--- src/vlane_pkg.sv ---
// LANE_NUM must be a multiple of LANE_GROUP and sew values above SEW_32 are treated as 32 bit
package vlane_pkg;

   localparam int LANE_GROUP = 4;            // Lanes spanned by one 32-bit element

   typedef logic [31:0] word_t;

   typedef enum logic [1:0]
   {
      SEW_8  = 2'd0,
      SEW_16 = 2'd1,
      SEW_32 = 2'd2
   } elem_width_e;

   typedef enum logic [2:0]
   {
      ALU_ADD = 3'd0,
      ALU_SUB = 3'd1,
      ALU_AND = 3'd2,
      ALU_OR  = 3'd3,
      ALU_XOR = 3'd4
   } alu_op_e;

   typedef enum logic [1:0]
   {
      OP2_VECTOR = 2'd0,
      OP2_SCALAR = 2'd1,
      OP2_IMM    = 2'd2
   } op2_src_e;

   // Issue word as it travels down the delay line
   typedef struct packed
   {
      alu_op_e     opcode;
      elem_width_e sew;
      logic        use_scalar;                // Operand b from scalar field
      word_t       scalar;                    // Scalar or sign-extended immediate
   } ctrl_t;

   typedef word_t [LANE_GROUP-1:0] group_t;

   // Lanes per element
   function automatic int sew_group(elem_width_e sew);
      case (sew)
         SEW_8:   return 1;
         SEW_16:  return 2;
         default: return 4;
      endcase
   endfunction

   function automatic word_t sew_mask(elem_width_e sew);
      case (sew)
         SEW_8:   return 32'h0000_00ff;
         SEW_16:  return 32'h0000_ffff;
         default: return 32'hffff_ffff;
      endcase
   endfunction

   // Byte transpose inside one group of four lanes
   // Lane base+i byte k takes lane base+k byte i, so the same map packs and scatters
   function automatic group_t byte_transpose(group_t src, elem_width_e sew);
      group_t dst;
      int     grp;
      int     pos;
      int     base;
      dst = '0;                               // Bytes at or above the group size stay zero
      grp = sew_group(sew);
      for (int j = 0; j < LANE_GROUP; j++)
      begin
         pos  = j % grp;                      // Element slot in its subgroup
         base = j - pos;
         for (int k = 0; k < LANE_GROUP; k++)
         begin
            if (k < grp)
               dst[j][8*k +: 8] = src[base + k][8*pos +: 8];
         end
      end
      return dst;
   endfunction

endpackage

--- src/issue_decode.sv ---
// Combinational decode; scalar_i and imm_i are ignored for OP2_VECTOR and sew_i must be legal
`timescale 1ns/1ps

module issue_decode
   import vlane_pkg::*;
(
   input  logic        clk_i,
   input  logic        rst_i,
   input  logic        issue_valid_i,
   input  alu_op_e     opcode_i,
   input  elem_width_e sew_i,
   input  op2_src_e    op2_src_i,
   input  word_t       scalar_i,
   input  logic [4:0]  imm_i,
   output logic        issue_valid_o,
   output ctrl_t       ctrl_o
);

   assign issue_valid_o = issue_valid_i;

   ////////////////////////////////////////
   // Operand b source resolution
   ////////////////////////////////////////

   always_comb
   begin
      ctrl_o.opcode = opcode_i;
      ctrl_o.sew    = sew_i;
      case (op2_src_i)
         OP2_SCALAR:
         begin
            ctrl_o.use_scalar = 1'b1;
            ctrl_o.scalar     = scalar_i;
         end
         OP2_IMM:
         begin
            ctrl_o.use_scalar = 1'b1;
            ctrl_o.scalar     = {{27{imm_i[4]}}, imm_i}; // Sign extend simm5
         end
         default:
         begin
            // Vector operand, scalar field unused
            ctrl_o.use_scalar = 1'b0;
            ctrl_o.scalar     = '0;
         end
      endcase
   end

   // Illegal width would mispack lanes all the way down to the scatter
   a_legal_sew : assert property (
      @(posedge clk_i) disable iff (!rst_i)
      issue_valid_i |-> (sew_i inside {SEW_8, SEW_16, SEW_32})
   );

endmodule

--- config.mk ---
export PLATFORM = sky130hd
export DESIGN_NAME = issue_decode
export DESIGN_NICKNAME = d
export VERILOG_FILES = /design/src/vlane_pkg.sv /design/src/issue_decode.sv
export SDC_FILE = /design/constraint.sdc
export NUM_CORES = 1
export LEC_CHECK = 0
export BUFFER_PORTS_ARGS = -buffer_cell sky130_fd_sc_hd__buf_4
export CAP_MARGIN = 20
export CORE_ASPECT_RATIO = 1.1
export CORE_MARGIN = 2
export CORE_UTILIZATION = 29
export DETAILED_ROUTE_END_ITERATION = 8
export PLACE_DENSITY_LB_ADDON = 0.05
export SLEW_MARGIN = 15
export SYNTH_ARGS = -nofsm -noshare
export SYNTH_HDL_FRONTEND = slang
export SYNTH_SLANG_ARGS = --single-unit
export TNS_END_PERCENT = 100
--- constraint.sdc ---
create_clock -name vclk -period 1.86
set_input_delay 0.465 -clock vclk [all_inputs]
set_output_delay 0.465 -clock vclk [all_outputs]
set_load 0.01 [all_outputs]
# Word level (Yosys, flattened, before mapping)
# Index checks and enable logic that the tools add are counted.
dict set report totals {
  regBits 0
}
dict set report classes {
  eq_ne 2
  mux 1
}
# cell count
set op_table {}
lappend op_table {{33-bit one-hot mux with 2 select lines} 1}
lappend op_table {{2-bit by 1-bit == test with 1-bit output (second input constant)} 1}
lappend op_table {{2-bit == test (second input constant)} 1}

# Logic depth before layout (Yosys ltp)
dict set report depth {
  ltp_word 2
  depth_mapped 5
  mapped_depth_nobuf 4
}

# Least setup slack after synthesis
# OpenSTA, ideal clock, no wires.
dict set report synth_timing {
  kind {input port to output port}
  start {in op2_src_i[0]}
  end {out ctrl_o[31] in the netlist's numbering}
  t_arrival_ns 1.286
  cell_stages 5
  setup_slack_ns 0.109
  cell_sequence {inv_1 -> ha_1 -> buf_2 -> buf_2 -> a21oi_1}
}
# element line_no
set synth_lines {}
lappend synth_lines {{start, declared} issue_decode.sv:12} ;# input op2_src_e op2_src_i,
lappend synth_lines {{end, declared} issue_decode.sv:16} ;# output ctrl_t ctrl_o

==> results.json <==
{
  "dp_cells": 165,
  "final_common_cell": "buf_4",
  "hold_path_depth": 0,
  "grt_pass1_wl_um": 2766,
  "synth_nets": 134,
  "routed_wl_um": 1965,
  "yosysWarnings": 0,
  "vias_per_cell": 4.850,
  "grt-ovfl-total": 0,
  "period_minus_slack_ps": 1804,
  "first_global_vias": 637,
  "syn_inst": 85,
  "grt_max_degree": 29,
  "drt_iter0_markers": 4,
  "final_cell_mix": "buf_4 (74), nand2_1 (28), a21oi_2 (22)",
  "grt_setup_unrepaired": "no",
  "final_cells": 167,
  "regArea_sq_um": 0,
  "nNetsFinal": 201,
  "portBuffers": 72,
  "antenna_found_initial": 0,
  "crit_start": "op2_src_i[0]",
  "slew_headroom_pct": 83.76,
  "worstSetupPathType": "input port to output port",
  "io_pins": 86,
  "post_cts_buffers": 0,
  "die-area_sq_mm": 0.002131,
  "fmax_mhz": 554.4,
  "power_density_mw_per_mm2": 260.1,
  "wl_per_cell_um": 11.77,
  "setup_violations": 0,
  "synth_area_per_cell_sq_um": 6.065,
  "report.final.slew_viol_count": 0,
  "die_w_um": 44.20,
  "worstPathMaxFanout": 4,
  "rows": 15,
  "place_congestion": 0.6596,
  "max-vdd-ir-drop_uv": 165.6,
  "dpl.hpwl_um": 1410,
  "power.leakage_nw": 0.5384,
  "initial_core_util_pct": 31.94,
  "ant_nets": 0,
  "synthDistinctLibCells": 11,
  "hold_end": "ctrl_o[34]",
  "fillCellCount": 147,
  "nClkBuffers": 0,
  "vias": 810,
  "post-route-util_pct": 69.22,
  "n_sequential_cell": 0,
  "synth_area_sq_um": 515.5,
  "finalCritPeriodShare_pct": 96.98,
  "status": "completed",
  "area_growth_syn_to_layout_pct": 116.7,
  "diodes": 0,
  "cp.required_ps": 1390,
  "max_cap_violations": 0,
  "cp.arrival_ps": 1340,
  "tightest_slew_ps": 243.4,
  "firstDrtPassIters": 3,
  "min_path_type": "input port to output port",
  "end_kind": "output port",
  "gr-usage-all-layers_pct": 16.14,
  "drc": 0,
  "hold_viol_final": 0,
  "critPathLaunchType": "input port",
  "die_h_um": 48.22,
  "worstHoldStart": "sew_i[1]",
  "yosysSeqAreaShare_pct": 0,
  "postCtsHoldBufs": 0,
  "core-area_sq_mm": 0.001614,
  "drive_gt1_share_pct": 72.67
}
[critical path: stages]
cell     delay (ps)
buf_4           100
inv_1            60
ha_4            190
buf_4           160
a22oi_2         160
nor2_1           60
buf_4           140
[what timing repair did]
| action | in CTS | in global routing |
|---|---|---|
| gates resized for setup | 3 | 15 |
| cloned | 0 | 2 |
| endpoints found under the setup margin | 26 | 32 |
| pin swaps | 1 | 3 |
| hold endpoints to repair | 0 | 0 |
[power by group]
| part | total, mW | internal [mW] | switching (mW) |
|---|---|---|---|
| clock | 0 | 0 | 0 |
| sequential | 0 | 0 | 0 |
| combinational | 0.291 | 0.157 | 0.134 |
| total | 0.291 | 0.157 | 0.134 |
[synthesized netlist by cell type]
cell type / count / area share, %
nand2_4: 1 / 2.2
a21oi_2: 20 / 34
nor2_1: 4 / 2.9
inv_1: 3 / 2.2
nand2_1: 28 / 20
buf_6: 2 / 4.4
a22oi_1: 4 / 5.8
ha_1: 2 / 4.9
a21oi_1: 8 / 7.8
buf_2: 7 / 6.8
buf_4: 6 / 8.7
[layer usage]
layer | share of wire (%) | global-route usage, %
met5 | 0 | 0
met2 | 57 | 32.65
met3 | 9.6 | 2.963
met1 | 34 | 18.90
met4 | 0 | 0
[logic make-up (layout without fill, tap and decap cells)]
family / Yosys count / count (layout) / synth area share [%]
adder cells (fa/ha/maj): 2 / 2 / 4.854
AND/OR/NAND/NOR: 33 / 34 / 25.48
AO/OA/AOI/OAI: 32 / 32 / 47.57
buffers and inverters: 18 / 82 / 22.09
[how the worst max path moves through the flow]
stage | endpoint | slack [ps] | depth (start not counted)
6_report | ctrl_o[1] | 60 | 7
5_1_grt | ctrl_o[29] | 20 | 6
4_1_cts | ctrl_o[2] | 9 | 6
3_5_place_dp | ctrl_o[29] | -50 | 6
3_3_place_gp | ctrl_o[4] | -20 | 6
2_1_floorplan | ctrl_o[31] | 110 | 5
[layout make-up]
class,instances,area [sq um],share of cell area (%)
Timing Repair Buffer,79,615.6,55.10
Multi-Input combinational cell,68,469.2,41.99
Tap cell,17,21.27,1.904
Inverter,3,11.26,1.008
[metrics by stage]
stage / power [mW] / area, sq um / hold WS [ps] / setup TNS [ps] / worst slack, ps
after floorplan: 0.1357 / 515.5 / 1022 / 0 / 109.1
after global placement: 0.2580 / 1020 / 930.1 / -185.3 / -24.51
after detailed placement: 0.2624 / 1020 / 930.1 / -369.9 / -54.92
after CTS: 0.2688 / 1035 / 930.1 / 0 / 9.150
after global routing: 0.3143 / 1117 / 930.0 / 0 / 20.05
final: 0.2906 / 1117 / 930.0 / 0 / 56.25
(Power assumes the default switching activity.)
