## src/vlane_pkg.sv

```systemverilog
// LANE_NUM must be a multiple of LANE_GROUP and sew values above SEW_32 are treated as 32 bit
package vlane_pkg;

   localparam int LANE_GROUP = 4;            // Lanes spanned by one 32-bit element

   typedef logic [31:0] word_t;

   typedef enum logic [1:0]
   {
      SEW_8  = 2'd0,
      SEW_16 = 2'd1,
      SEW_32 = 2'd2
   } elem_width_e;

   typedef enum logic [2:0]
   {
      ALU_ADD = 3'd0,
      ALU_SUB = 3'd1,
      ALU_AND = 3'd2,
      ALU_OR  = 3'd3,
      ALU_XOR = 3'd4
   } alu_op_e;

   typedef enum logic [1:0]
   {
      OP2_VECTOR = 2'd0,
      OP2_SCALAR = 2'd1,
      OP2_IMM    = 2'd2
   } op2_src_e;

   // Issue word as it travels down the delay line
   typedef struct packed
   {
      alu_op_e     opcode;
      elem_width_e sew;
      logic        use_scalar;                // Operand b from scalar field
      word_t       scalar;                    // Scalar or sign-extended immediate
   } ctrl_t;

   typedef word_t [LANE_GROUP-1:0] group_t;

   // Lanes per element
   function automatic int sew_group(elem_width_e sew);
      case (sew)
         SEW_8:   return 1;
         SEW_16:  return 2;
         default: return 4;
      endcase
   endfunction

   function automatic word_t sew_mask(elem_width_e sew);
      case (sew)
         SEW_8:   return 32'h0000_00ff;
         SEW_16:  return 32'h0000_ffff;
         default: return 32'hffff_ffff;
      endcase
   endfunction

   // Byte transpose inside one group of four lanes
   // Lane base+i byte k takes lane base+k byte i, so the same map packs and scatters
   function automatic group_t byte_transpose(group_t src, elem_width_e sew);
      group_t dst;
      int     grp;
      int     pos;
      int     base;
      dst = '0;                               // Bytes at or above the group size stay zero
      grp = sew_group(sew);
      for (int j = 0; j < LANE_GROUP; j++)
      begin
         pos  = j % grp;                      // Element slot in its subgroup
         base = j - pos;
         for (int k = 0; k < LANE_GROUP; k++)
         begin
            if (k < grp)
               dst[j][8*k +: 8] = src[base + k][8*pos +: 8];
         end
      end
      return dst;
   endfunction

endpackage

```

## src/aligned_ctrl_if.sv

```systemverilog
// Control as seen VRF_DELAY cycles after issue; clk_i and rst_i come from the cluster
`timescale 1ns/1ps

interface aligned_ctrl_if
   import vlane_pkg::*;
(
   input logic clk_i,
   input logic rst_i
);

   logic        valid;
   alu_op_e     opcode;
   elem_width_e sew;
   logic        use_scalar;
   word_t       scalar;

   modport src (output valid, output opcode, output sew, output use_scalar, output scalar);

   // Sink also gets the clock and reset for its checks
   modport dst (input clk_i, input rst_i, input valid, input opcode, input sew,
                input use_scalar, input scalar);

endinterface

```

## src/ctrl_delay_line.sv

```systemverilog
// Fixed latency of VRF_DELAY cycles (at least 1), a new word may enter every cycle, no stall
`timescale 1ns/1ps

module ctrl_delay_line
   import vlane_pkg::*;
#(
   parameter int VRF_DELAY = 3
)
(
   input  logic        clk_i,
   input  logic        rst_i,
   input  logic        issue_valid_i,
   input  ctrl_t       ctrl_i,
   aligned_ctrl_if.src aligned
);

   logic [VRF_DELAY-1:0] valid_q;
   ctrl_t                ctrl_q [VRF_DELAY];

   ////////////////////////////////////////
   // Shift stages, one issue per stage
   ////////////////////////////////////////

   always_ff @(posedge clk_i)
   begin
      if (!rst_i)
      begin
         valid_q <= '0;
         for (int s = 0; s < VRF_DELAY; s++)
            ctrl_q[s] <= '0;
      end
      else
      begin
         for (int s = VRF_DELAY - 1; s > 0; s--)
         begin
            valid_q[s] <= valid_q[s-1];
            ctrl_q[s]  <= ctrl_q[s-1];
         end
         valid_q[0] <= issue_valid_i;
         ctrl_q[0]  <= ctrl_i;
      end
   end

   // Oldest stage meets the register file data
   assign aligned.valid      = valid_q[VRF_DELAY-1];
   assign aligned.opcode     = ctrl_q[VRF_DELAY-1].opcode;
   assign aligned.sew        = ctrl_q[VRF_DELAY-1].sew;
   assign aligned.use_scalar = ctrl_q[VRF_DELAY-1].use_scalar;
   assign aligned.scalar     = ctrl_q[VRF_DELAY-1].scalar;

endmodule

```

## src/flat_wrapper.sv

```systemverilog
// flat-port wrapper written by rule: the top's interface ports become plain ports
module ctrl_delay_line_flat import vlane_pkg::*;
#(
   parameter int VRF_DELAY = 3
)
  (clk_i, rst_i, issue_valid_i, ctrl_i, aligned_valid, aligned_opcode, aligned_sew, aligned_use_scalar, aligned_scalar);
  aligned_ctrl_if aligned_i (.clk_i(clk_i), .rst_i(rst_i));
  input  logic clk_i;
  input  logic rst_i;
  input  logic issue_valid_i;
  input  ctrl_t ctrl_i;
  output wire logic [$bits(aligned_i.valid)-1:0] aligned_valid;
  output wire logic [$bits(aligned_i.opcode)-1:0] aligned_opcode;
  output wire logic [$bits(aligned_i.sew)-1:0] aligned_sew;
  output wire logic [$bits(aligned_i.use_scalar)-1:0] aligned_use_scalar;
  output wire logic [$bits(aligned_i.scalar)-1:0] aligned_scalar;
  assign aligned_valid = aligned_i.valid;
  assign aligned_opcode = aligned_i.opcode;
  assign aligned_sew = aligned_i.sew;
  assign aligned_use_scalar = aligned_i.use_scalar;
  assign aligned_scalar = aligned_i.scalar;
  ctrl_delay_line #(.VRF_DELAY(VRF_DELAY)) u_core (.clk_i(clk_i), .rst_i(rst_i), .issue_valid_i(issue_valid_i), .ctrl_i(ctrl_i), .aligned(aligned_i));
endmodule
```

## config.mk

```make
export PLATFORM = sky130hd
export DESIGN_NAME = ctrl_delay_line_flat
export DESIGN_NICKNAME = d
export VERILOG_FILES = /design/src/vlane_pkg.sv /design/src/aligned_ctrl_if.sv /design/src/ctrl_delay_line.sv /design/src/flat_wrapper.sv
export SDC_FILE = /design/constraint.sdc
export NUM_CORES = 1
export LEC_CHECK = 0
export ABC_AREA = 1
export BUFFER_PORTS_ARGS = -buffer_cell sky130_fd_sc_hd__buf_2
export CAP_MARGIN = 20
export CORE_UTILIZATION = 35
export CTS_CLUSTER_DIAMETER = 30
export DETAILED_ROUTE_END_ITERATION = 8
export PLACE_DENSITY = 0.57
export SLEW_MARGIN = 20
export SYNTH_ARGS = -nofsm -noshare
export SYNTH_HDL_FRONTEND = slang
export SYNTH_SLANG_ARGS = --single-unit
```

## constraint.sdc

```tcl
create_clock -name clk_i -period 1.35 [get_ports clk_i]
set_clock_uncertainty 0.15 [all_clocks]
set_input_delay 0.0675 -clock clk_i [delete_from_list [all_inputs] [get_ports clk_i]]
set_output_delay 0.0675 -clock clk_i [all_outputs]
set_load 0.01 [all_outputs]
```

**Word-level counts from Yosys, hierarchy flattened**

Memory sizes are Yosys's and may differ from the RTL's.
Index checks and enable logic that the tools add are counted.

- Multiplexer cells: 5
- Bitwise logic cells: 3

Operators with widths:

| cell | number |
|---|---|
| two-way mux 38 bit | 3 |
| bitwise OR 1 bit | 3 |
| two-way mux 1 bit | 2 |

- Bits of input ports: 41
- Output and inout port bits: 39
- Bits in registers: 3
- Memories: 1
- RAM bits: 114

Memory list:

| name | words | width | read ports | clocked after Yosys merged registers in | write ports | RTL line | source |
|---|---|---|---|---|---|---|---|
| u_core.ctrl_q | 3 | 38 | 3 | 0 | 3 | ctrl_delay_line.sv:18 | `ctrl_t ctrl_q [VRF_DELAY];` |

**Logic depth before layout (Yosys ltp)**

- Word-level depth: 2
- Depth in mapped cells: 5
- Gate-level depth less buffers: 2

**Worst setup path after synthesis**

No wires, ideal clock.

- Path kind: input -> register
- Start: input port rst_i
- End: memory u_core.ctrl_q[0][82] (netlist name)
- Arrival time: 549 ps
- Data required time: 1093 ps
- Path slack: 544 ps
- Buffers on the path: 3
- Cell stages on the path: 5
- Cell sequence: buf_4 > buf_6 > buf_8 > nand2_2 > inv_2

RTL lines:

| item | RTL line | source |
|---|---|---|
| start, declared | flat_wrapper.sv:9 | `input logic rst_i;` |
| end, declared | ctrl_delay_line.sv:18 |  |

==> impl_results.md <==
* Root Driver: clkbuf_8
* Status: complete, no violations
* Area growth syn-to-layout at 54.3%
* Min-delay src: rst_i
* Setup-failing EPs final at 0
* EDFF count, synth at 0
* Most numerous cell in the Yosys netlist: dfxtp_1
* Ports at 80
* Final hold viol count at 0
* Port buffer count at between 70 and 80
* Placer Congestion at 0.637
* First-pass GRT wire length at about 11000 µm
* Max Root-Sink Buffers at 2
* Leakage power at 0.00316 µW
* Async set-or-reset flop fraction in the synthesized netlist at 0%
* Switch Pwr at roughly 1800 µW
* Sequential element share of the synthesized area at between 60% and 70%
* Minimum clock period at 1220 ps
* Share of layout cells above drive strength 1 at 23.2%
* Mean Syn Cell Area at about 9.0 µm²
* Cells after synthesis at about 400
* Filler Cell Count at 894
* Hold EP: u_core.ctrl_q[0][43]
* RSZ-0062 raised after global routing: false
* Drt wl/cell at slightly below 9 µm
* Mapped Nets at 442
* Setup Buffers After CTS at 0
* Hpwl dp at 3040 µm
* GRT Resource Usage Total at 13.1%
* Worst r2r src: u_core.ctrl_q[0][44]
* Drt total wl at 6260 µm
* Routed via count at 2591
* Final worst slack at 132 ps
* Fmax at 0.821 GHz
* Gate power share at 6.0%
* Power per cell area at ~1500 nW/µm²
* Kind of critical path: in -> reg
* # rows at 36
* Synth top cells by count: 117 x dfxtp_1, 107 x inv_1, 107 x nand2_1
* Pre-CTS setup slack at around 500 ps
* Tightest Hold Check Type: in -> reg
* Htree depth at 4
* Pins Over Slew Limit at 0
* TritonCTS Buffers at 17
* Vias in the first global route at 2604
* Yosys cell types at 9
* YS warnings at 0
* Synth top area share at 64.7%
* Synth Flop Type: dfxtp_1
* Worst EP required at 1640 ps
* Clk sinks at roughly 120
* Worst hold path depth at 5
* Sw frac at 21.0%
* Worst-path clk slew at 50 ps
* RR Endpoint: u_core.ctrl_q[0][82]
* Tcrit/Tclk final at 90.2%
* Crit path max fanout at 30
* Int Pwr at 6730 µW
* Final net count at roughly 600
* Cells on worst reg2reg path at 3
* Die W at 104 µm
* Starting DRT DRC Count at 54
* Syn Std Cell Area at 3620 µm²
* Worst setup path startpoint: rst_i
* Initial antenna violation count at 0
* Top cells by area, synth: dfxtp_1 65%, inv_1 11%, nand2_1 11%
* Core area at 9910 µm²
* Starting Density at a little over a third
* Largest net degree at the start of global routing at 45
* R2R Setup Slk at 140 ps
* Max cap viols at 0
* Hold slack at 65.6 ps
* CP Capture Type: register
* Final TNS setup at 0 ps
* Worst skew pair latency at 490 ps
* Sequential Power Share at between 40% and 50%
* Die area at 10800 µm²
* Vias/cell at 3.65
* Clock power share at 51.3%
* Die Ht at about 100 µm
* Power consumption at 8520 µW
* N_diodes at 0
* Crit path DAT at 1500 ps
* Post_cts resized at 0
* Worst vdd ir at 0.771 mV
* Cell taking the most area after synthesis: dfxtp_1
* Worst-Margin Slew at around 580 ps
* CTS tree: done
* Drt pass-1 iters at 4
* FF+latch count, synth at about 120
* Drc violations at 0
* CP Launch Type: primary input
* Grt total ovfl at 0
* Final ANT Viol Nets at 0
* Rel. slew slack at about three fifths
## worst max path at each step
stage / cells past startpoint / end
after global routing: 5 / u_core.ctrl_q[0][53]
after global placement: 4 / u_core.ctrl_q[0][27]
after CTS: 5 / u_core.ctrl_q[0][92]
after detailed placement: 4 / u_core.ctrl_q[0][32]
final: 5 / u_core.ctrl_q[0][92]
after floorplan: 5 / u_core.ctrl_q[0][82]
## logic make-up (layout without fill, tap and decap cells)
family | after synthesis | in the layout | share of synthesized area (%)
buffers and inverters | 167 | 343 | 22.5
flip-flops | 117 | 117 | 64.7
AND/OR/NAND/NOR | 117 | 117 | 12.8
## per-stage QoR
| step | utilization, % | instance area, µm² | std cells |
|---|---|---|---|
| 5_1_grt | 56.4 | 5580 | 710 |
| 3_3_place_gp | 38.9 | 3850 | 565 |
| 3_5_place_dp | 38.9 | 3850 | 565 |
| 4_1_cts | 55.7 | 5520 | 704 |
| 2_1_floorplan | - | 3620 | 401 |
| 6_report | 56.4 | 5580 | 710 |
## critical path: stages
cell and delay [ps]:
buf_4 110, buf_12 170, dlygate4sd3_1 950, nand2_1 110, inv_1 70
## power by group through the flow
| stage | Clock (µW) | Sequential (µW) | Combinational (µW) |
|---|---|---|---|
| global placement | 0 | 3700 | 273 |
| floorplan | 0 | 3700 | 212 |
| CTS | 4510 | 3630 | 502 |
| finish | 4370 | 3630 | 515 |
| global route | 4700 | 3640 | 578 |
| detailed placement | 0 | 3710 | 279 |
## timing repair
item                                    in CTS  in global routing
endpoints found under the setup margin       0                 21
hold buffers                               107                  7
endpoints found under the hold margin      117                 21
## final cells by class
class	count	area (µm²)	area share (%)
Sequential cell	117	2340	41.9
Timing Repair Buffer	194	1580	28.3
Multi-Input combinational cell	117	464	8.31
Inverter	117	439	7.86
Clock buffer	17	414	7.42
Clock inverter	15	179	3.20
Tap cell	133	166	2.98
## state kept, by name, indices dropped and copies added, names as in the netlist
signal	flops
u_core.valid_q	3
u_core.ctrl_q	114
## per-layer routing
layer | part of all wire [%] | vias up | GRT usage (%)
li1 | - | 1380 | -
met5 | 0 | - | 0
met1 | 45 | 1144 | 14.9
met2 | 49 | 63 | 21.9
met3 | 4.8 | 4 | 5.22
met4 | 0.74 | 0 | 5.51
## placed cells by master (no fill, tap or decap)
master         synthesis  final
clkinv_4               0      2
inv_6                  0      3
clkinv_2               0      3
dlygate4sd3_1          0    112
dfxtp_1              117    117
buf_4                 38      1
clkinvlp_4             0      4
clkbuf_16              0     16
buf_12                 0      3
buf_2                  8     78
inv_1                107    107
nand2_2               10     10
nand2_1              107    107
bufinv_16              0      3
clkbuf_8               0      1
inv_2                 10     10
Power figures use the tool's default switching activity.
