## src/vlane_pkg.sv

```systemverilog
// LANE_NUM must be a multiple of LANE_GROUP and sew values above SEW_32 are treated as 32 bit
package vlane_pkg;

   localparam int LANE_GROUP = 4;            // Lanes spanned by one 32-bit element

   typedef logic [31:0] word_t;

   typedef enum logic [1:0]
   {
      SEW_8  = 2'd0,
      SEW_16 = 2'd1,
      SEW_32 = 2'd2
   } elem_width_e;

   typedef enum logic [2:0]
   {
      ALU_ADD = 3'd0,
      ALU_SUB = 3'd1,
      ALU_AND = 3'd2,
      ALU_OR  = 3'd3,
      ALU_XOR = 3'd4
   } alu_op_e;

   typedef enum logic [1:0]
   {
      OP2_VECTOR = 2'd0,
      OP2_SCALAR = 2'd1,
      OP2_IMM    = 2'd2
   } op2_src_e;

   // Issue word as it travels down the delay line
   typedef struct packed
   {
      alu_op_e     opcode;
      elem_width_e sew;
      logic        use_scalar;                // Operand b from scalar field
      word_t       scalar;                    // Scalar or sign-extended immediate
   } ctrl_t;

   typedef word_t [LANE_GROUP-1:0] group_t;

   // Lanes per element
   function automatic int sew_group(elem_width_e sew);
      case (sew)
         SEW_8:   return 1;
         SEW_16:  return 2;
         default: return 4;
      endcase
   endfunction

   function automatic word_t sew_mask(elem_width_e sew);
      case (sew)
         SEW_8:   return 32'h0000_00ff;
         SEW_16:  return 32'h0000_ffff;
         default: return 32'hffff_ffff;
      endcase
   endfunction

   // Byte transpose inside one group of four lanes
   // Lane base+i byte k takes lane base+k byte i, so the same map packs and scatters
   function automatic group_t byte_transpose(group_t src, elem_width_e sew);
      group_t dst;
      int     grp;
      int     pos;
      int     base;
      dst = '0;                               // Bytes at or above the group size stay zero
      grp = sew_group(sew);
      for (int j = 0; j < LANE_GROUP; j++)
      begin
         pos  = j % grp;                      // Element slot in its subgroup
         base = j - pos;
         for (int k = 0; k < LANE_GROUP; k++)
         begin
            if (k < grp)
               dst[j][8*k +: 8] = src[base + k][8*pos +: 8];
         end
      end
      return dst;
   endfunction

endpackage

```

## src/operand_packer.sv

```systemverilog
// Combinational; lane data must arrive on the exact cycle its control leaves the delay line
`timescale 1ns/1ps

interface alu_operand_if
   import vlane_pkg::*;
#(
   parameter int LANE_NUM = 8
);

   logic                 valid;
   alu_op_e              opcode;
   elem_width_e          sew;
   word_t [LANE_NUM-1:0] a;                   // One element per ALU
   word_t [LANE_NUM-1:0] b;

   modport src (output valid, output opcode, output sew, output a, output b);
   modport dst (input valid, input opcode, input sew, input a, input b);

endinterface


```

## src/lane_alu_array.sv

```systemverilog
// One cycle latency; results are masked to SEW, unknown opcodes give zero
`timescale 1ns/1ps

module lane_alu_array
   import vlane_pkg::*;
#(
   parameter int LANE_NUM = 8
)
(
   input  logic                  clk_i,
   input  logic                  rst_i,
   alu_operand_if.dst            ops,
   output logic                  res_valid_o,
   output elem_width_e           res_sew_o,
   output word_t [LANE_NUM-1:0]  res_o
);

   word_t [LANE_NUM-1:0] alu_res;

   ////////////////////////////////////////
   // Per-lane ALUs
   ////////////////////////////////////////

   for (genvar l = 0; l < LANE_NUM; l++)
   begin : g_lane
      word_t raw;

      always_comb
      begin
         case (ops.opcode)
            ALU_ADD: raw = ops.a[l] + ops.b[l];
            ALU_SUB: raw = ops.a[l] - ops.b[l]; // Low bits wrap as at element width
            ALU_AND: raw = ops.a[l] & ops.b[l];
            ALU_OR:  raw = ops.a[l] | ops.b[l];
            ALU_XOR: raw = ops.a[l] ^ ops.b[l];
            default: raw = '0;
         endcase
      end

      assign alu_res[l] = raw & sew_mask(ops.sew);
   end

   // Output stage, width travels with the result
   always_ff @(posedge clk_i)
   begin
      if (!rst_i)
      begin
         res_valid_o <= 1'b0;
         res_sew_o   <= SEW_8;
      end
      else
      begin
         res_valid_o <= ops.valid;
         if (ops.valid)
            res_sew_o <= ops.sew;
      end
   end

   always_ff @(posedge clk_i)
   begin
      if (ops.valid)
         res_o <= alu_res;
   end

endmodule

```

## src/flat_wrapper.sv

```systemverilog
// flat-port wrapper written by rule: the top's interface ports become plain ports
module lane_alu_array_flat import vlane_pkg::*;
#(
   parameter int LANE_NUM = 8
)
  (clk_i, rst_i, res_valid_o, res_sew_o, res_o, ops_valid, ops_opcode, ops_sew, ops_a, ops_b);
  alu_operand_if #(.LANE_NUM(LANE_NUM)) ops_i ();
  input  logic clk_i;
  input  logic rst_i;
  output logic res_valid_o;
  output elem_width_e res_sew_o;
  output word_t [LANE_NUM-1:0] res_o;
  input wire logic [$bits(ops_i.valid)-1:0] ops_valid;
  input wire logic [$bits(ops_i.opcode)-1:0] ops_opcode;
  input wire logic [$bits(ops_i.sew)-1:0] ops_sew;
  input wire logic [$bits(ops_i.a)-1:0] ops_a;
  input wire logic [$bits(ops_i.b)-1:0] ops_b;
  assign ops_i.valid = ops_valid;
  assign ops_i.opcode = ops_opcode;
  assign ops_i.sew = ops_sew;
  assign ops_i.a = ops_a;
  assign ops_i.b = ops_b;
  lane_alu_array #(.LANE_NUM(LANE_NUM)) u_core (.clk_i(clk_i), .rst_i(rst_i), .ops(ops_i), .res_valid_o(res_valid_o), .res_sew_o(res_sew_o), .res_o(res_o));
endmodule
```

## config.mk

```make
export PLATFORM = sky130hd
export DESIGN_NAME = lane_alu_array_flat
export DESIGN_NICKNAME = d
export VERILOG_FILES = /design/src/vlane_pkg.sv /design/src/operand_packer.sv /design/src/lane_alu_array.sv /design/src/flat_wrapper.sv
export SDC_FILE = /design/constraint.sdc
export NUM_CORES = 2
export LEC_CHECK = 0
export ABC_CLOCK_PERIOD_IN_PS = 7800
export BUFFER_PORTS_ARGS = -buffer_cell sky130_fd_sc_hd__buf_2
export CAP_MARGIN = 20
export CORE_ASPECT_RATIO = 0.6
export CORE_UTILIZATION = 40
export CTS_BUF_LIST = sky130_fd_sc_hd__clkbuf_8
export CTS_CLUSTER_DIAMETER = 80
export DETAILED_ROUTE_END_ITERATION = 8
export PLACE_DENSITY = 0.68
export SYNTH_ARGS = -nofsm -noshare
export SYNTH_HDL_FRONTEND = slang
export SYNTH_SLANG_ARGS = --single-unit
```

## constraint.sdc

```tcl
create_clock -name clk_i -period 7.8 [get_ports clk_i]
set_clock_uncertainty 0.05 [all_clocks]
set_input_delay 1.56 -clock clk_i [delete_from_list [all_inputs] [get_ports clk_i]]
set_output_delay 1.56 -clock clk_i [all_outputs]
set_load 0.03 [all_outputs]
```

# After elaboration in Yosys (flattened, before gate mapping)
# Index checks and enable logic that the tools add are counted.
classes:
  addsub: 16
  n_eq_ne: 5
  muxes: 9
  bitwise: 32
  n_reduce_logical: 2
ops:
  columns: ["operator", "count"]
  rows:
  - ["$pmux 32 s5", 8]
  - ["$and 32x32->32", 16]
  - ["$add 32x32->32", 8]
  - ["$or 32x32->32", 8]
  - ["$sub 32x32->32", 8]
  - ["$xor 32x32->32", 8]
  - ["$pmux 32 s2", 1]
  - ["$eq 3x2->1 const B", 2]
  - ["$eq 3x1->1 const B", 1]
  - ["$eq 3x3->1 const B", 1]
  - ["$logic_not 3->1", 1]
  - ["$eq 2x1->1 const B", 1]
  - ["$logic_not 2->1", 1]
word_totals:
  ff_bits: 259
  in_bits: 520
  out_inout_bits: 259
  word_cells: 74

# Depth between registers and ports, before layout
depth:
  ltp_word: 3
  depth_mapped: 20
  depth_no_buf: 20

# Worst setup path before layout
# No wires, ideal clock.
synth_timing:
  path_type: "input-to-reg"
  from: "input ops_opcode[1]"
  to: "register u_core.res_o[244] (netlist bit), data pin"
  setup_time_ns: 0.271
  t_arrival_ns: 5.571
  required_time_ns: 7.479
  path_slack_ns: 1.908
  path_stages: 18
  path_buffers: 3
  cell_sequence: "buf_1 > nor2_1 > nand2_1 > clkbuf_1 > clkbuf_1 > mux2i_1 > fa_1 > a21o_1 > a21oi_1 > o21bai_1 > a21o_1 > a221oi_1 > o21ai_0 > a311oi_1 > o21ai_0 > a21oi_1 > xor2_1 > o22ai_1"
synth_lines:
  columns: ["item", "line", "source"]
  rows:
  - ["start: declaration", "flat_wrapper.sv:14", "input wire logic [$bits(ops_i.opcode)-1:0] ops_opcode;"]
  - ["end signal: assignment", "lane_alu_array.sv:62", "res_o <= alu_res;"]
  - ["end: declaration", "lane_alu_array.sv:15", "output word_t [LANE_NUM-1:0] res_o"]

==> metrics.txt <==
Main synth FF type edfxtp_1; core area 96300 um2; Post-route DRC 0; Overall Global Routing Usage 28.3%; Syn Area/Cell 8.08 um2; Power Internal 3.69 mW; CTS Root Buffer Type clkbuf_8; Hold Path Class reg2reg; syn_nets 6124; H-tree depth 2; die area 98800 um2; Max VDD drop 0.107 mV; antenna violation net count after detailed routing 0; status complete, no violations; Synth Warn # 0; worst-margin pin slew 0.994 ns; share of cells above drive strength 1 16.8%; Crit Path Max Fanout 38; cell taking the most area after synthesis ha_1; RSZ-0062 raised after global routing no; LEAKAGE 21.8 nW; Area growth syn-to-layout 16.2%; average vias per placed instance 5.76; total power 6.50 mW; Final Setup Violations 0; commonest cells after routing, fill and taps aside buf_2 (776), ha_1 (768), inv_1 (586); worst reg2reg startpoint u_core.res_sew_o[0]$_SDFFE_PN0P_; Synth area leaders ha_1 (25%), edfxtp_1 (20%), xnor2_1 (8.5%), inv_1 (5.5%), a21oi_1 (4.6%); post-route insts no fill 6869; Final Net Count 6772; Final period util 74.8%; Die H 244 um; fin util 47.0%; clock share of power 23.9%; vias in the first global route 36631; CTS Sinks 259; worst path required time 8.18 ns; Synth Register Bits 259; setup TNS 0 ns; sequential fraction of the synthesis area 19.9%; Die W 405 um; largest net degree at the start of global routing 156; number of synthesized flops with an enable pin 256; Clk Latency, worst-skew pair 0.69 ns; CP startpoint kind primary input; io pins 779; Worst setup startpoint ops_opcode[1]; Final Critical Period 5.84 ns; CP max stage delay 0.56 ns; Longest Clk Path Bufs 3; clock-pin slew on the worst setup and hold paths 0.07 ns; CTS Buf Count 52; RD Place Congestion 0.960; Worst setup EP type register; WL per Instance 21.3 um; placed instance count 6726; hold path start u_core.res_sew_o[1]$_SDFFE_PN0P_; Resized cells post-CTS 0; drt first-iter violations 4556; Initial Util 40.5%; Pwr Density 143 nW/um2; worst path cell trace buf_2, or2_2, nor2_4, buf_4, nor2_1, xnor2_1, ha_1, a21oi_1, o21ai_0, o21a_1, a211oi_1, a211o_1, o21ai_0, or3b_2, a31oi_1, xnor2_1, a222oi_1, nor2_1; hpwl dp 112 mm; Post-Route WL 146 mm; DR vias 39535; most common cell after layout, fill and taps aside buf_2; f_max 0.171 GHz; Synth Instances 4828; Max-Cap Viols 0; relative slew slack 33.7%; P_sw 2.81 mW; TritonCTS clock tree yes; switch share 43.2%; sequential share of power 26.9%; endpoints failing hold 0; cell area after synthesis 39000 um2; # hold bufs at CTS 0; DR pass1 iterations 8; Setup Crit Path Kind in2reg; Yosys top cell area share 24.6%; CP Data Arrival Time 6.22 ns; first-pass GRT wire length 220 mm; setup bufs post-CTS 0; Buffers on Ports 778; grt ovf 0; FFs w/ async S/R, synth 0%; initial antenna violation count 61; Slowest cell on crit path a211oi_1; Gate power share 49.2%; Synth cell types 74; # rows 88; final slew viol count 0
sequential cells by signal, summed over array words and instances (netlist names):
signal and count:
u_core.res_valid_o 1, u_core.res_o 256, u_core.res_sew_o 2
power by group through the flow:
stage / clock (mW) / combinational (mW) / sequential [mW]
final: 1.56 / 3.20 / 1.75
after global routing: 1.65 / 3.48 / 1.76
after CTS: 1.60 / 3.14 / 1.75
after detailed placement: 0 / 3.12 / 1.77
after global placement: 0 / 3.08 / 1.77
after floorplan: 0 / 1.87 / 2.04
path summary, 6_finish.rpt:
| kind | slack [ns] | to | cells after the start |
|---|---|---|---|
| worst min-delay path | 0.48 | u_core.res_sew_o[1]$_SDFFE_PN0P_ | 2 |
| worst max-delay path | 1.96 | u_core.res_o[186]$_DFFE_PP_ | 18 |
| worst max register to register | 7.14 | u_core.res_sew_o[0]$_SDFFE_PN0P_ | 2 |
| worst min register to register | 0.48 | u_core.res_sew_o[1]$_SDFFE_PN0P_ | 2 |
final cells by class:
cell class                      instances  area (um2)
Antenna cell                           48         120
Clock buffer                           56         771
Clock inverter                         38         268
Fill cell                            9389       51000
Inverter                              573        2160
Multi-Input combinational cell       3773       28300
Sequential cell                       259        7750
Tap cell                             1305        1630
Timing Repair Buffer                  817        4280
synth_stat cells (6+ instances only):
cell type	instances
o21ai_1	6
nand2_1	303
a211o_1	9
inv_1	573
mux2i_1	14
a211oi_1	86
a221o_1	7
o41ai_1	18
edfxtp_1	256
nand2b_1	33
xor2_1	92
a31oi_1	67
a21oi_1	361
o21a_1	34
ha_1	768
fa_1	8
nor2b_1	39
nand3_1	49
or2_2	9
o221ai_1	7
or3_1	14
nand4_1	57
and2_1	19
o31ai_1	28
a22oi_1	31
o22ai_1	58
buf_1	19
nor2_1	448
nor4_1	30
a221oi_1	7
o21ai_0	329
and3_1	16
o21bai_1	26
xnor2_1	379
a21o_1	144
a21boi_0	9
a222oi_1	135
nor3_1	33
and4_1	8
o31a_1	13
o211ai_1	7
clkbuf_1	204
a41oi_1	14
per-layer routing:
layer  up-vias  track usage (%)  wire (um)
met5         -                0        212
met4        30             11.8       5990
met3       304             5.23      13200
met2      1919             40.8      60400
met1     18659             40.8      66600
li1      18623                -          -
kinds of logic (layout without fill, tap and decap cells):
group	count (synthesis)	in the layout	share of synthesized area, %
AOI/OAI and AO/OA	1439	1439	24.3
xor gates and xnor gates	471	471	10.6
adders and majority gates	776	776	25.0
buffers and inverters	796	1484	7.66
DFF	259	259	19.9
muxes	14	14	0.359
other	0	48	0
and+or+nand+nor	1073	1073	12.3
critical path, delay by kind of cell:
family | cells | cell delay [ns]
AOI/OAI and AO/OA | 8 | 2.13
and+or+nand+nor | 5 | 1.18
buffers and inverters | 2 | 0.71
adders and majority gates | 1 | 0.32
xor gates and xnor gates | 2 | 0.31
metrics by stage:
step	hold WS (ns)	cell area [um2]	setup slack, ns
floorplan	0.590	39000	1.91
global route	0.511	45300	1.75
CTS	0.482	45200	1.99
global placement	0.439	44200	1.39
finish	0.481	45300	1.96
detailed placement	0.463	44200	1.26
No activity file was read; power rests on OpenSTA's default activity.
