==> src/vlane_pkg.sv <==
// LANE_NUM must be a multiple of LANE_GROUP and sew values above SEW_32 are treated as 32 bit
package vlane_pkg;

   localparam int LANE_GROUP = 4;            // Lanes spanned by one 32-bit element

   typedef logic [31:0] word_t;

   typedef enum logic [1:0]
   {
      SEW_8  = 2'd0,
      SEW_16 = 2'd1,
      SEW_32 = 2'd2
   } elem_width_e;

   typedef enum logic [2:0]
   {
      ALU_ADD = 3'd0,
      ALU_SUB = 3'd1,
      ALU_AND = 3'd2,
      ALU_OR  = 3'd3,
      ALU_XOR = 3'd4
   } alu_op_e;

   typedef enum logic [1:0]
   {
      OP2_VECTOR = 2'd0,
      OP2_SCALAR = 2'd1,
      OP2_IMM    = 2'd2
   } op2_src_e;

   // Issue word as it travels down the delay line
   typedef struct packed
   {
      alu_op_e     opcode;
      elem_width_e sew;
      logic        use_scalar;                // Operand b from scalar field
      word_t       scalar;                    // Scalar or sign-extended immediate
   } ctrl_t;

   typedef word_t [LANE_GROUP-1:0] group_t;

   // Lanes per element
   function automatic int sew_group(elem_width_e sew);
      case (sew)
         SEW_8:   return 1;
         SEW_16:  return 2;
         default: return 4;
      endcase
   endfunction

   function automatic word_t sew_mask(elem_width_e sew);
      case (sew)
         SEW_8:   return 32'h0000_00ff;
         SEW_16:  return 32'h0000_ffff;
         default: return 32'hffff_ffff;
      endcase
   endfunction

   // Byte transpose inside one group of four lanes
   // Lane base+i byte k takes lane base+k byte i, so the same map packs and scatters
   function automatic group_t byte_transpose(group_t src, elem_width_e sew);
      group_t dst;
      int     grp;
      int     pos;
      int     base;
      dst = '0;                               // Bytes at or above the group size stay zero
      grp = sew_group(sew);
      for (int j = 0; j < LANE_GROUP; j++)
      begin
         pos  = j % grp;                      // Element slot in its subgroup
         base = j - pos;
         for (int k = 0; k < LANE_GROUP; k++)
         begin
            if (k < grp)
               dst[j][8*k +: 8] = src[base + k][8*pos +: 8];
         end
      end
      return dst;
   endfunction

endpackage

==> src/result_unpacker.sv <==
// One cycle latency; result_o holds its last value while result_valid_o is low
`timescale 1ns/1ps

module result_unpacker
   import vlane_pkg::*;
#(
   parameter int LANE_NUM = 8
)
(
   input  logic                 clk_i,
   input  logic                 rst_i,
   input  logic                 res_valid_i,
   input  elem_width_e          res_sew_i,
   input  word_t [LANE_NUM-1:0] res_i,
   output logic                 result_valid_o,
   output word_t [LANE_NUM-1:0] result_o
);

   localparam int GROUP_NUM = LANE_NUM / LANE_GROUP;

   word_t [LANE_NUM-1:0] scatter;

   ////////////////////////////////////////
   // Result bytes back to source lanes
   ////////////////////////////////////////

   // Inverse of the operand gather
   always_comb
   begin
      for (int g = 0; g < GROUP_NUM; g++)
      begin
         scatter[g*LANE_GROUP +: LANE_GROUP] =
            byte_transpose(res_i[g*LANE_GROUP +: LANE_GROUP], res_sew_i);
      end
   end

   always_ff @(posedge clk_i)
   begin
      if (!rst_i)
         result_valid_o <= 1'b0;
      else
         result_valid_o <= res_valid_i;
   end

   always_ff @(posedge clk_i)
   begin
      if (res_valid_i)
         result_o <= scatter;                 // Upper bytes already zero
   end

endmodule

==> config.mk <==
export PLATFORM = sky130hd
export DESIGN_NAME = result_unpacker
export DESIGN_NICKNAME = d
export VERILOG_FILES = /design/src/vlane_pkg.sv /design/src/result_unpacker.sv
export SDC_FILE = /design/constraint.sdc
export NUM_CORES = 1
export LEC_CHECK = 0
export BUFFER_PORTS_ARGS = -buffer_cell sky130_fd_sc_hd__clkbuf_2
export CAP_MARGIN = 20
export CORE_AREA = 2 2 199 201
export DETAILED_ROUTE_END_ITERATION = 8
export DIE_AREA = 0 0 201 203
export PLACE_DENSITY_LB_ADDON = 0.2
export SLEW_MARGIN = 40
export SYNTH_ARGS = -nofsm -noshare
export SYNTH_HDL_FRONTEND = slang
export SYNTH_SLANG_ARGS = --single-unit
==> constraint.sdc <==
create_clock -name clk_i -period 4.9 [get_ports clk_i]
set_input_delay 1.47 -clock clk_i [delete_from_list [all_inputs] [get_ports clk_i]]
set_output_delay 1.47 -clock clk_i [all_outputs]
set_load 0.005 [all_outputs]
After elaboration in Yosys (flattened, before gate mapping):

Cells that the tools add are included.

* register bits after elaboration: 257
* latch bits: 0
* memory bits (writable): 0
* bits in read-only memories: 0
* input bits: 261
* memories kept: 0

* add/subtract/negate cells: 16
* $mul: 0
* divide/modulo/power cells: 4
* order comparisons: 20
* eq/ne operators: 1
* shift operators: 32
* muxes and demuxes: 97
* bitwise logic cells: 0
* reduce and logical (&&, ||, !) cells: 1

Operators with widths (number)
* $bmux 32 s2: 32
* $mux 32: 64
* $shiftx 32x32->8: 32
* $lt 32x4->1 const B: 16
* $add 32x3->32 const B: 8
* $add 32x2->32 const B: 4
* $lt 3x32->1 const A: 2
* $mod 3x32->32 const A: 2
* $sub 3x32->32 const A: 2
* $lt 1x32->1 const A: 1
* $lt 2x32->1 const A: 1
* $mod 1x32->32 const A: 1
* $mod 2x32->32 const A: 1
* $sub 1x32->32 const A: 1
* $sub 2x32->32 const A: 1
* $pmux 3 s2: 1
* $eq 2x1->1 const B: 1
* $logic_not 2->1: 1

Depth between registers and ports, before layout:

Gate-level depths: netlist (run 1).

* depth in word-level cells: 9
* gate-level depth with buffers: 16
* depth with buffers taken out: 9

Least setup slack after synthesis (run 1):

OpenSTA, ideal clock, no wires.

* kind: input -> register
* from: in res_sew_i[1]
* to: reg result_o[120] (netlist bit) (data pin)
* arrival time: 4.866 ns
* path slack: -0.136 ns
* stages: 16
* buffers on the path: 8
* cell sequence: buf_2 > nor2_2 > inv_1 > buf_2 > buf_2 > clkbuf_1 > ha_1 > buf_2 > clkinv_1 > clkbuf_1 > ha_1 > or4_4 > and3_1 > buf_6 > buf_6 > o31ai_1

* word-level cells in the longest chain between the ends: 9

Ends and longest elaborated chain
* start, declared: RTL line result_unpacker.sv:13 `input elem_width_e res_sew_i,`
* $eq 2x1->1 or $logic_not 2->1 (tied branches): RTL line vlane_pkg.sv:44 `case (sew)`
* $pmux 3 s2 (*): RTL line vlane_pkg.sv:44
* $mod 3x32->32: RTL line vlane_pkg.sv:70 `pos = j % grp;`
* $sub 3x32->32: RTL line vlane_pkg.sv:71 `base = j - pos;`
* $add 32x3->32: RTL line vlane_pkg.sv:75 `dst[j][8*k +: 8] = src[base + k][8*pos +: 8];`
* $bmux 32 s2: RTL line vlane_pkg.sv:75
* $mux 32 (implied by the code) (2 in a row): RTL line vlane_pkg.sv:75
* $shiftx 32x32->8: RTL line vlane_pkg.sv:75
* end signal, assigned: RTL line result_unpacker.sv:48 `result_o <= scatter;`
* end, declared: RTL line result_unpacker.sv:16 `output word_t [LANE_NUM-1:0] result_o`

Mark *: on every way between the ends. The rest lies on a longest branch, timed or not. The select of a mux whose other input is x is not followed.
A chain may end at the register's enable or synchronous reset.

Worst setup path in the final report (run 1):

* from: in res_sew_i[0]
* to: reg result_o[192] (netlist bit) (data pin)

* word-level cells in the longest chain between the ends: 8

Ends and longest elaborated chain (RTL line)
* $eq 2x1->1 or $logic_not 2->1 (tied branches): vlane_pkg.sv:44
* $pmux 3 s2 (*): vlane_pkg.sv:44
* $mod 3x32->32: vlane_pkg.sv:70
* $sub 3x32->32: vlane_pkg.sv:71
* $bmux 32 s2: vlane_pkg.sv:75
* $mux 32 (implied by the code) (2 in a row): vlane_pkg.sv:75
* $shiftx 32x32->8: vlane_pkg.sv:75

Marks and branches as above.

==> results of run 1 <==
metal layers:
layer	vias up	global-route usage
li1	5276	-
met1	5637	0.323
met2	482	0.382
met3	61	0.0441
met4	0	0.0696
met5	-	0
cell usage after synthesis, types with 11 or more instances:
cell and instances:
mux2_2 48, mux2i_1 112, and2_1 50, o211ai_1 25
o21a_1 23, nand2_1 51, nand2b_1 28, a21oi_1 104
buf_1 11, buf_2 20, o31ai_1 16, o22ai_1 48
edfxtp_1 256, nand4_1 16, clkbuf_1 69, and3_1 33
nand3_1 49, o21ai_0 46, or3b_2 39, nor2_1 16
cells by family after synthesis:
| group | after synthesis |
|---|---|
| AND/OR/NAND/NOR | 304 |
| other | 1 |
| flip-flops | 257 |
| adder cells (fa/ha/maj) | 8 |
| buffers and inverters | 113 |
| AO/OA/AOI/OAI | 277 |
| multiplexers | 169 |
registers in the layout (all words and copies together), names as in the netlist:
name	cells
result_o	256
result_valid_o	1
final cells by class:
class	instances	area (um2)	share of cell area
timing repair buffer	553	2930	0.165
antenna	4	10.0	0.000563
clock buffer	33	762	0.0429
sequential	257	7710	0.434
tap	518	648	0.0365
multi-input combinational	759	5460	0.308
inverter	5	20.0	0.00113
clock inverter	23	226	0.0127
path summary, 6_finish.rpt:
path,cells past startpoint,endpoint,slack (ps),from
max,10,result_o[192]$_SDFFCE_PN0P_,1120,res_sew_i[0]
min,2,result_valid_o$_SDFF_PN0_,1120,rst_i
per-stage QoR:
step | power [W] | hold WS [ps] | util
floorplan | 0.00326 | 1580 | -
global placement | 0.00388 | 1680 | 0.436
global route | 0.00633 | 1110 | 0.462
CTS | 0.00616 | 1100 | 0.462
finish | 0.00611 | 1120 | 0.462
detailed placement | 0.00389 | 1690 | 0.436
power groups by stage:
| stage | clock network, W | registers, W | logic, W |
|---|---|---|---|
| 2_1_floorplan | 0 | 0.00280 | 0.000462 |
| 3_3_place_gp | 0 | 0.00278 | 0.00110 |
| 3_5_place_dp | 0 | 0.00278 | 0.00111 |
| 4_1_cts | 0.00231 | 0.00274 | 0.00111 |
| 5_1_grt | 0.00239 | 0.00276 | 0.00119 |
| 6_report | 0.00227 | 0.00273 | 0.00110 |
==> qor.yml, run 1 <==
status: "complete, no violations"
synth.avg_cell_area_um2: 12.1
drc: 0
cts_resized: 0
ir_worst_vdd_uv: 266
port_buffers: 517
clock_sinks: 257
ctsHoldBuffers: 0
yosysSeqAreaShare: 0.566
crit_buf_inv: 4
ctsHtreeMaxLevel: 1
worst_slack_ps: 1120
synth.ff_latch_count: 257
min_period_over_period: 0.771
internal-power_w: 0.00442
dp_cells: 2092
wl_met3_um: 3500
overflow: 0
synth-compound-area-share: 0.122
synth_top_family_by_area: "multiplexers"
synth_top_cell_by_area: "edfxtp_1"
arrival_ps: 4190
synth_warnings: 0
synth_mux_area_frac: 0.137
stdcell_count: 2152
max-clock-path-buffers: 3
grt_pass1_vias: 11300
tightest_slew_ps: 818
grt_max_degree: 92
path_cells: "buf_4 -> nor2b_1 -> buf_4 -> inv_1 -> ha_1 -> inv_1 -> ha_1 -> o41ai_1 -> nand3b_1 -> o22ai_1"
path_delay_family: "compound AO/OA/AOI/OAI gates"
grt_pass1_wl_um: 73400
grt_use_total: 0.236
swShare: 0.277
pwr-share-comb: 0.181
cpPeakStageDelay_ps: 580
chipHeight_um: 203
hold_viol: 0
slew_headroom: 0.454
synthArstFlopShare: 0
cp_slowest_cell: "o41ai_1"
p_sw_w: 0.00169
mostFrequentLayoutCells: "clkbuf_2, edfxtp_1, mux2i_1"
initial_utilization: 0.354
detail_route.wl_per_cell_um: 23.4
wl_um: 50300
synth-simple-area-share: 0.132
max_freq_mhz: 265
final_area_mm2: 0.0178
cts_tree: "done"
worstHoldPathType: "primary input to flip-flop"
slew_viol_final: 0
wirelength_met1_um: 21800
antenna_found_initial: 4
clkPwrFrac: 0.372
final_common_cell: "clkbuf_2"
die-area_mm2: 0.0408
synth_top_area_share: 0.564
wl_met2_um: 23900
fillers: 3650
worstPathRequired_ps: 5310
synth_xor_area_frac: 0
synth_edf_count: 256
drv_cap: 0
cts_root_buf: "clkbuf_16"
p_leak_nw: 7.03
cts.clk_slew.worst_paths_ps: 60
crit_fanout: 16
routed_via_density: 5.32
cts_setup_buffers: 0
std_cell_rows: 72
final_nets: 1875
highest_layer: "met4"
numCtsBuffers: 30
synthTopCellsByArea: "edfxtp_1, mux2i_1, mux2_2"
tns_ps: 0
drtIter0Drc: 837
drt_first_pass_iters: 5
ioPinCount: 518
drive_gt1_frac: 0.435
setup_viol: 0
end_kind: "flip-flop"
place_area_mm2: 0.0168
synth-main-ff-cell: "edfxtp_1"
antenna_left: 0
pwr-share-seq: 0.448
min_period_ps: 3780
yosysUniqueCellTypes: 41
mappedNetlistNets: 1398
num_vias: 11500
p_per_area_mw_per_mm2: 344
syn_area_mm2: 0.0136
dp_hpwl_um: 36600
syn_inst: 1129
core_mm2: 0.0385
rsz0062_at_grt: "no"
place_congestion: 0.866
area_growth_pct: 30.4
worst-setup-path-type: "primary input to flip-flop"
synthAdderAreaFrac: 0.00735
dieWidth_um: 201
start_kind: "primary input"
pre_cts_ws_ps: 535
Note: power is estimated with default switching activity, not from simulation.
==> run 2, diff against run 1 <==
clock period = 3.5 ns   (was 4.9 ns; I/O delays follow)
==> run 2 against run 1 <==
Against the previous run: combinational power rose by 48%; total power rose by 35%; final area rose by 1.0%.
==> qor.yml, run 2 (synthesized netlist as in run 1, its figures left out) <==
start_kind: "primary input"  # unchanged
crit_buf_inv: 5  # was 4
p_sw_w: 0.00225  # was 0.00169 W
initial_utilization: 0.354  # unchanged
hold_viol: 0  # unchanged
overflow: 0  # unchanged
std_cell_rows: 72  # unchanged
drv_cap: 0  # unchanged
setup_viol: 0  # unchanged
area_growth_pct: 31.7  # was 30.4%
arrival_ps: 3280  # was 4190 ps
pre_cts_ws_ps: 73.8  # was 535 ps
status: "complete, no violations"  # unchanged
cts_root_buf: "clkbuf_16"  # unchanged
min_period_ps: 2900
clock_sinks: 257  # unchanged
final_area_mm2: 0.0179  # was 0.0178 mm2
cts.clk_slew.worst_paths_ps: 60  # about the same
grt_max_degree: 93  # was 92
ctsHtreeMaxLevel: 1  # unchanged
startpoint: "res_sew_i[0]"  # unchanged
cts_tree: "done"  # unchanged
max_flop_register: "result_o"  # unchanged
worst_slack_ps: 603  # was 1120 ps
path_delay_family: "compound AO/OA/AOI/OAI gates"  # unchanged
internal-power_w: 0.00603  # was 0.00442 W
chipHeight_um: 203  # unchanged
final_nets: 1891  # was 1875
dieWidth_um: 201  # unchanged
core_mm2: 0.0385  # unchanged
drc: 0  # unchanged
mostFrequentLayoutCells: "clkbuf_2, edfxtp_1, mux2i_1"  # unchanged
drt_first_pass_iters: 5  # unchanged
worstPathRequired_ps: 3890  # was 5310 ps
dp_cells: 2109  # was 2092
num_vias: 11500  # about the same
worstHoldPathType: "primary input to flip-flop"  # unchanged
largest_register_ff_count: 256  # unchanged
endpoint: "result_o[89]$_SDFFCE_PP0P_"  # was result_o[192]$_SDFFCE_PN0P_
place_area_mm2: 0.0171  # was 0.0168 mm2
cts_resized: 0  # unchanged
path_cells: "buf_4 -> nor2b_1 -> inv_1 -> ha_2 -> inv_1 -> ha_1 -> buf_4 -> o41ai_1 -> nand3_1 -> buf_4 -> o22ai_1"  # was buf_4 -> nor2b_1 -> buf_4 -> inv_1 -> ha_1 -> inv_1 -> ha_1 -> o41ai_1 -> nand3b_1 -> o22ai_1
routed_via_density: 5.35  # was 5.32
clkPwrFrac: 0.339  # was 0.372
ioPinCount: 518  # unchanged
numCtsBuffers: 29  # was 30
end_kind: "flip-flop"  # unchanged
worst-setup-path-type: "primary input to flip-flop"  # unchanged
top_regs: "result_o (256), result_valid_o (1)"  # unchanged
pwr-share-seq: 0.464  # was 0.448
pwr-share-comb: 0.198  # was 0.181
grt_pass1_wl_um: 75100  # was 73400 um
stdcell_count: 2159  # was 2152
ctsHoldBuffers: 0  # unchanged
max_freq_mhz: 345
cpPeakStageDelay_ps: 540  # was 580 ps
wl_um: 50900  # was 50300 um
cpMostUsedCell: "buf_4"
rsz0062_at_grt: "no"  # unchanged
p_total_w: 0.00827  # was 0.00611 W
grt_use_total: 0.241  # was 0.236
max-clock-path-buffers: 3  # unchanged
cts_setup_buffers: 0  # unchanged
place_congestion: 0.865  # was 0.866
ir_worst_vdd_uv: 346  # was 266 uV
grt_pass1_vias: 11500  # was 11300
tns_ps: 0  # unchanged
swShare: 0.271  # was 0.277
p_leak_nw: 7.10  # was 7.03 nW
slew_headroom: 0.450  # was 0.454
p_per_area_mw_per_mm2: 461  # was 344 mW/mm2
drive_gt1_frac: 0.437  # was 0.435
tightest_slew_ps: 824  # was 818 ps
detail_route.wl_per_cell_um: 23.6  # was 23.4 um
antenna_left: 0  # unchanged
die-area_mm2: 0.0408  # unchanged
final_common_cell: "clkbuf_2"  # unchanged
dp_hpwl_um: 36700  # was 36600 um
cp_num_cells: 11  # was 10
antenna_found_initial: 2  # was 4
crit_fanout: 9  # was 16
cp_slowest_cell: "o41ai_1"  # unchanged
port_buffers: 517  # unchanged
drtIter0Drc: 719  # was 837
slew_viol_final: 0  # unchanged
min_period_over_period: 0.828
## run 2: changes by cell type in the layout (fill, tap and decap cells not counted), moves of 2 or more
cell	delta
buf_4	+6
clkinv_1	-3
clkbuf_1	+10
bufinv_16	-2
buf_12	+12
ha_4	+2
inv_6	-3
diode_2	-2
clkinv_2	-3
ha_1	-3
clkinvlp_4	-4
## run 2: worst min path at each step
stage | start | to | cells after the start
after floorplan | res_valid_i | result_o[0]$_SDFFCE_PN0P_ | 0
after global placement | rst_i | result_valid_o$_SDFF_PN0_ | 2
after detailed placement | rst_i | result_valid_o$_SDFF_PN0_ | 2
after CTS | rst_i | result_valid_o$_SDFF_PN0_ | 2
after global routing | rst_i | result_valid_o$_SDFF_PN0_ | 2
final | rst_i | result_valid_o$_SDFF_PN0_ | 2
## run 2: cell type report
class	count	area [um2]
Timing Repair Buffer	570	3200
Fill cell	3634	20500
Clock inverter	6	51.3
Clock buffer	42	774
Antenna cell	2	5.00
Sequential cell	257	7710
Inverter	5	25.0
Tap cell	518	648
Multi-Input combinational cell	759	5530
## run 2: routing by layer
| layer | up-vias | track usage | part of all wire |
|---|---|---|---|
| li1 | 5309 | - | - |
| met1 | 5664 | 0.318 | 0.42 |
| met2 | 488 | 0.392 | 0.47 |
| met3 | 79 | 0.0530 | 0.074 |
| met4 | 0 | 0.0820 | 0.031 |
| met5 | - | 0 | 0 |
## run 2: metrics by stage
step | hold WS [ps] | util
detailed placement | 1260 | 0.445
global placement | 1260 | 0.445
finish | 709 | 0.467
floorplan | 1160 | -
global route | 703 | 0.467
CTS | 677 | 0.466
## run 2: power groups by stage
stage                     combinational, W  clock (W)  sequential [W]
final                              0.00163    0.00280         0.00383
after global routing               0.00177    0.00296         0.00386
after CTS                          0.00165    0.00286         0.00384
after detailed placement           0.00164          0         0.00390
after global placement             0.00163          0         0.00389
after floorplan                   0.000681          0         0.00392
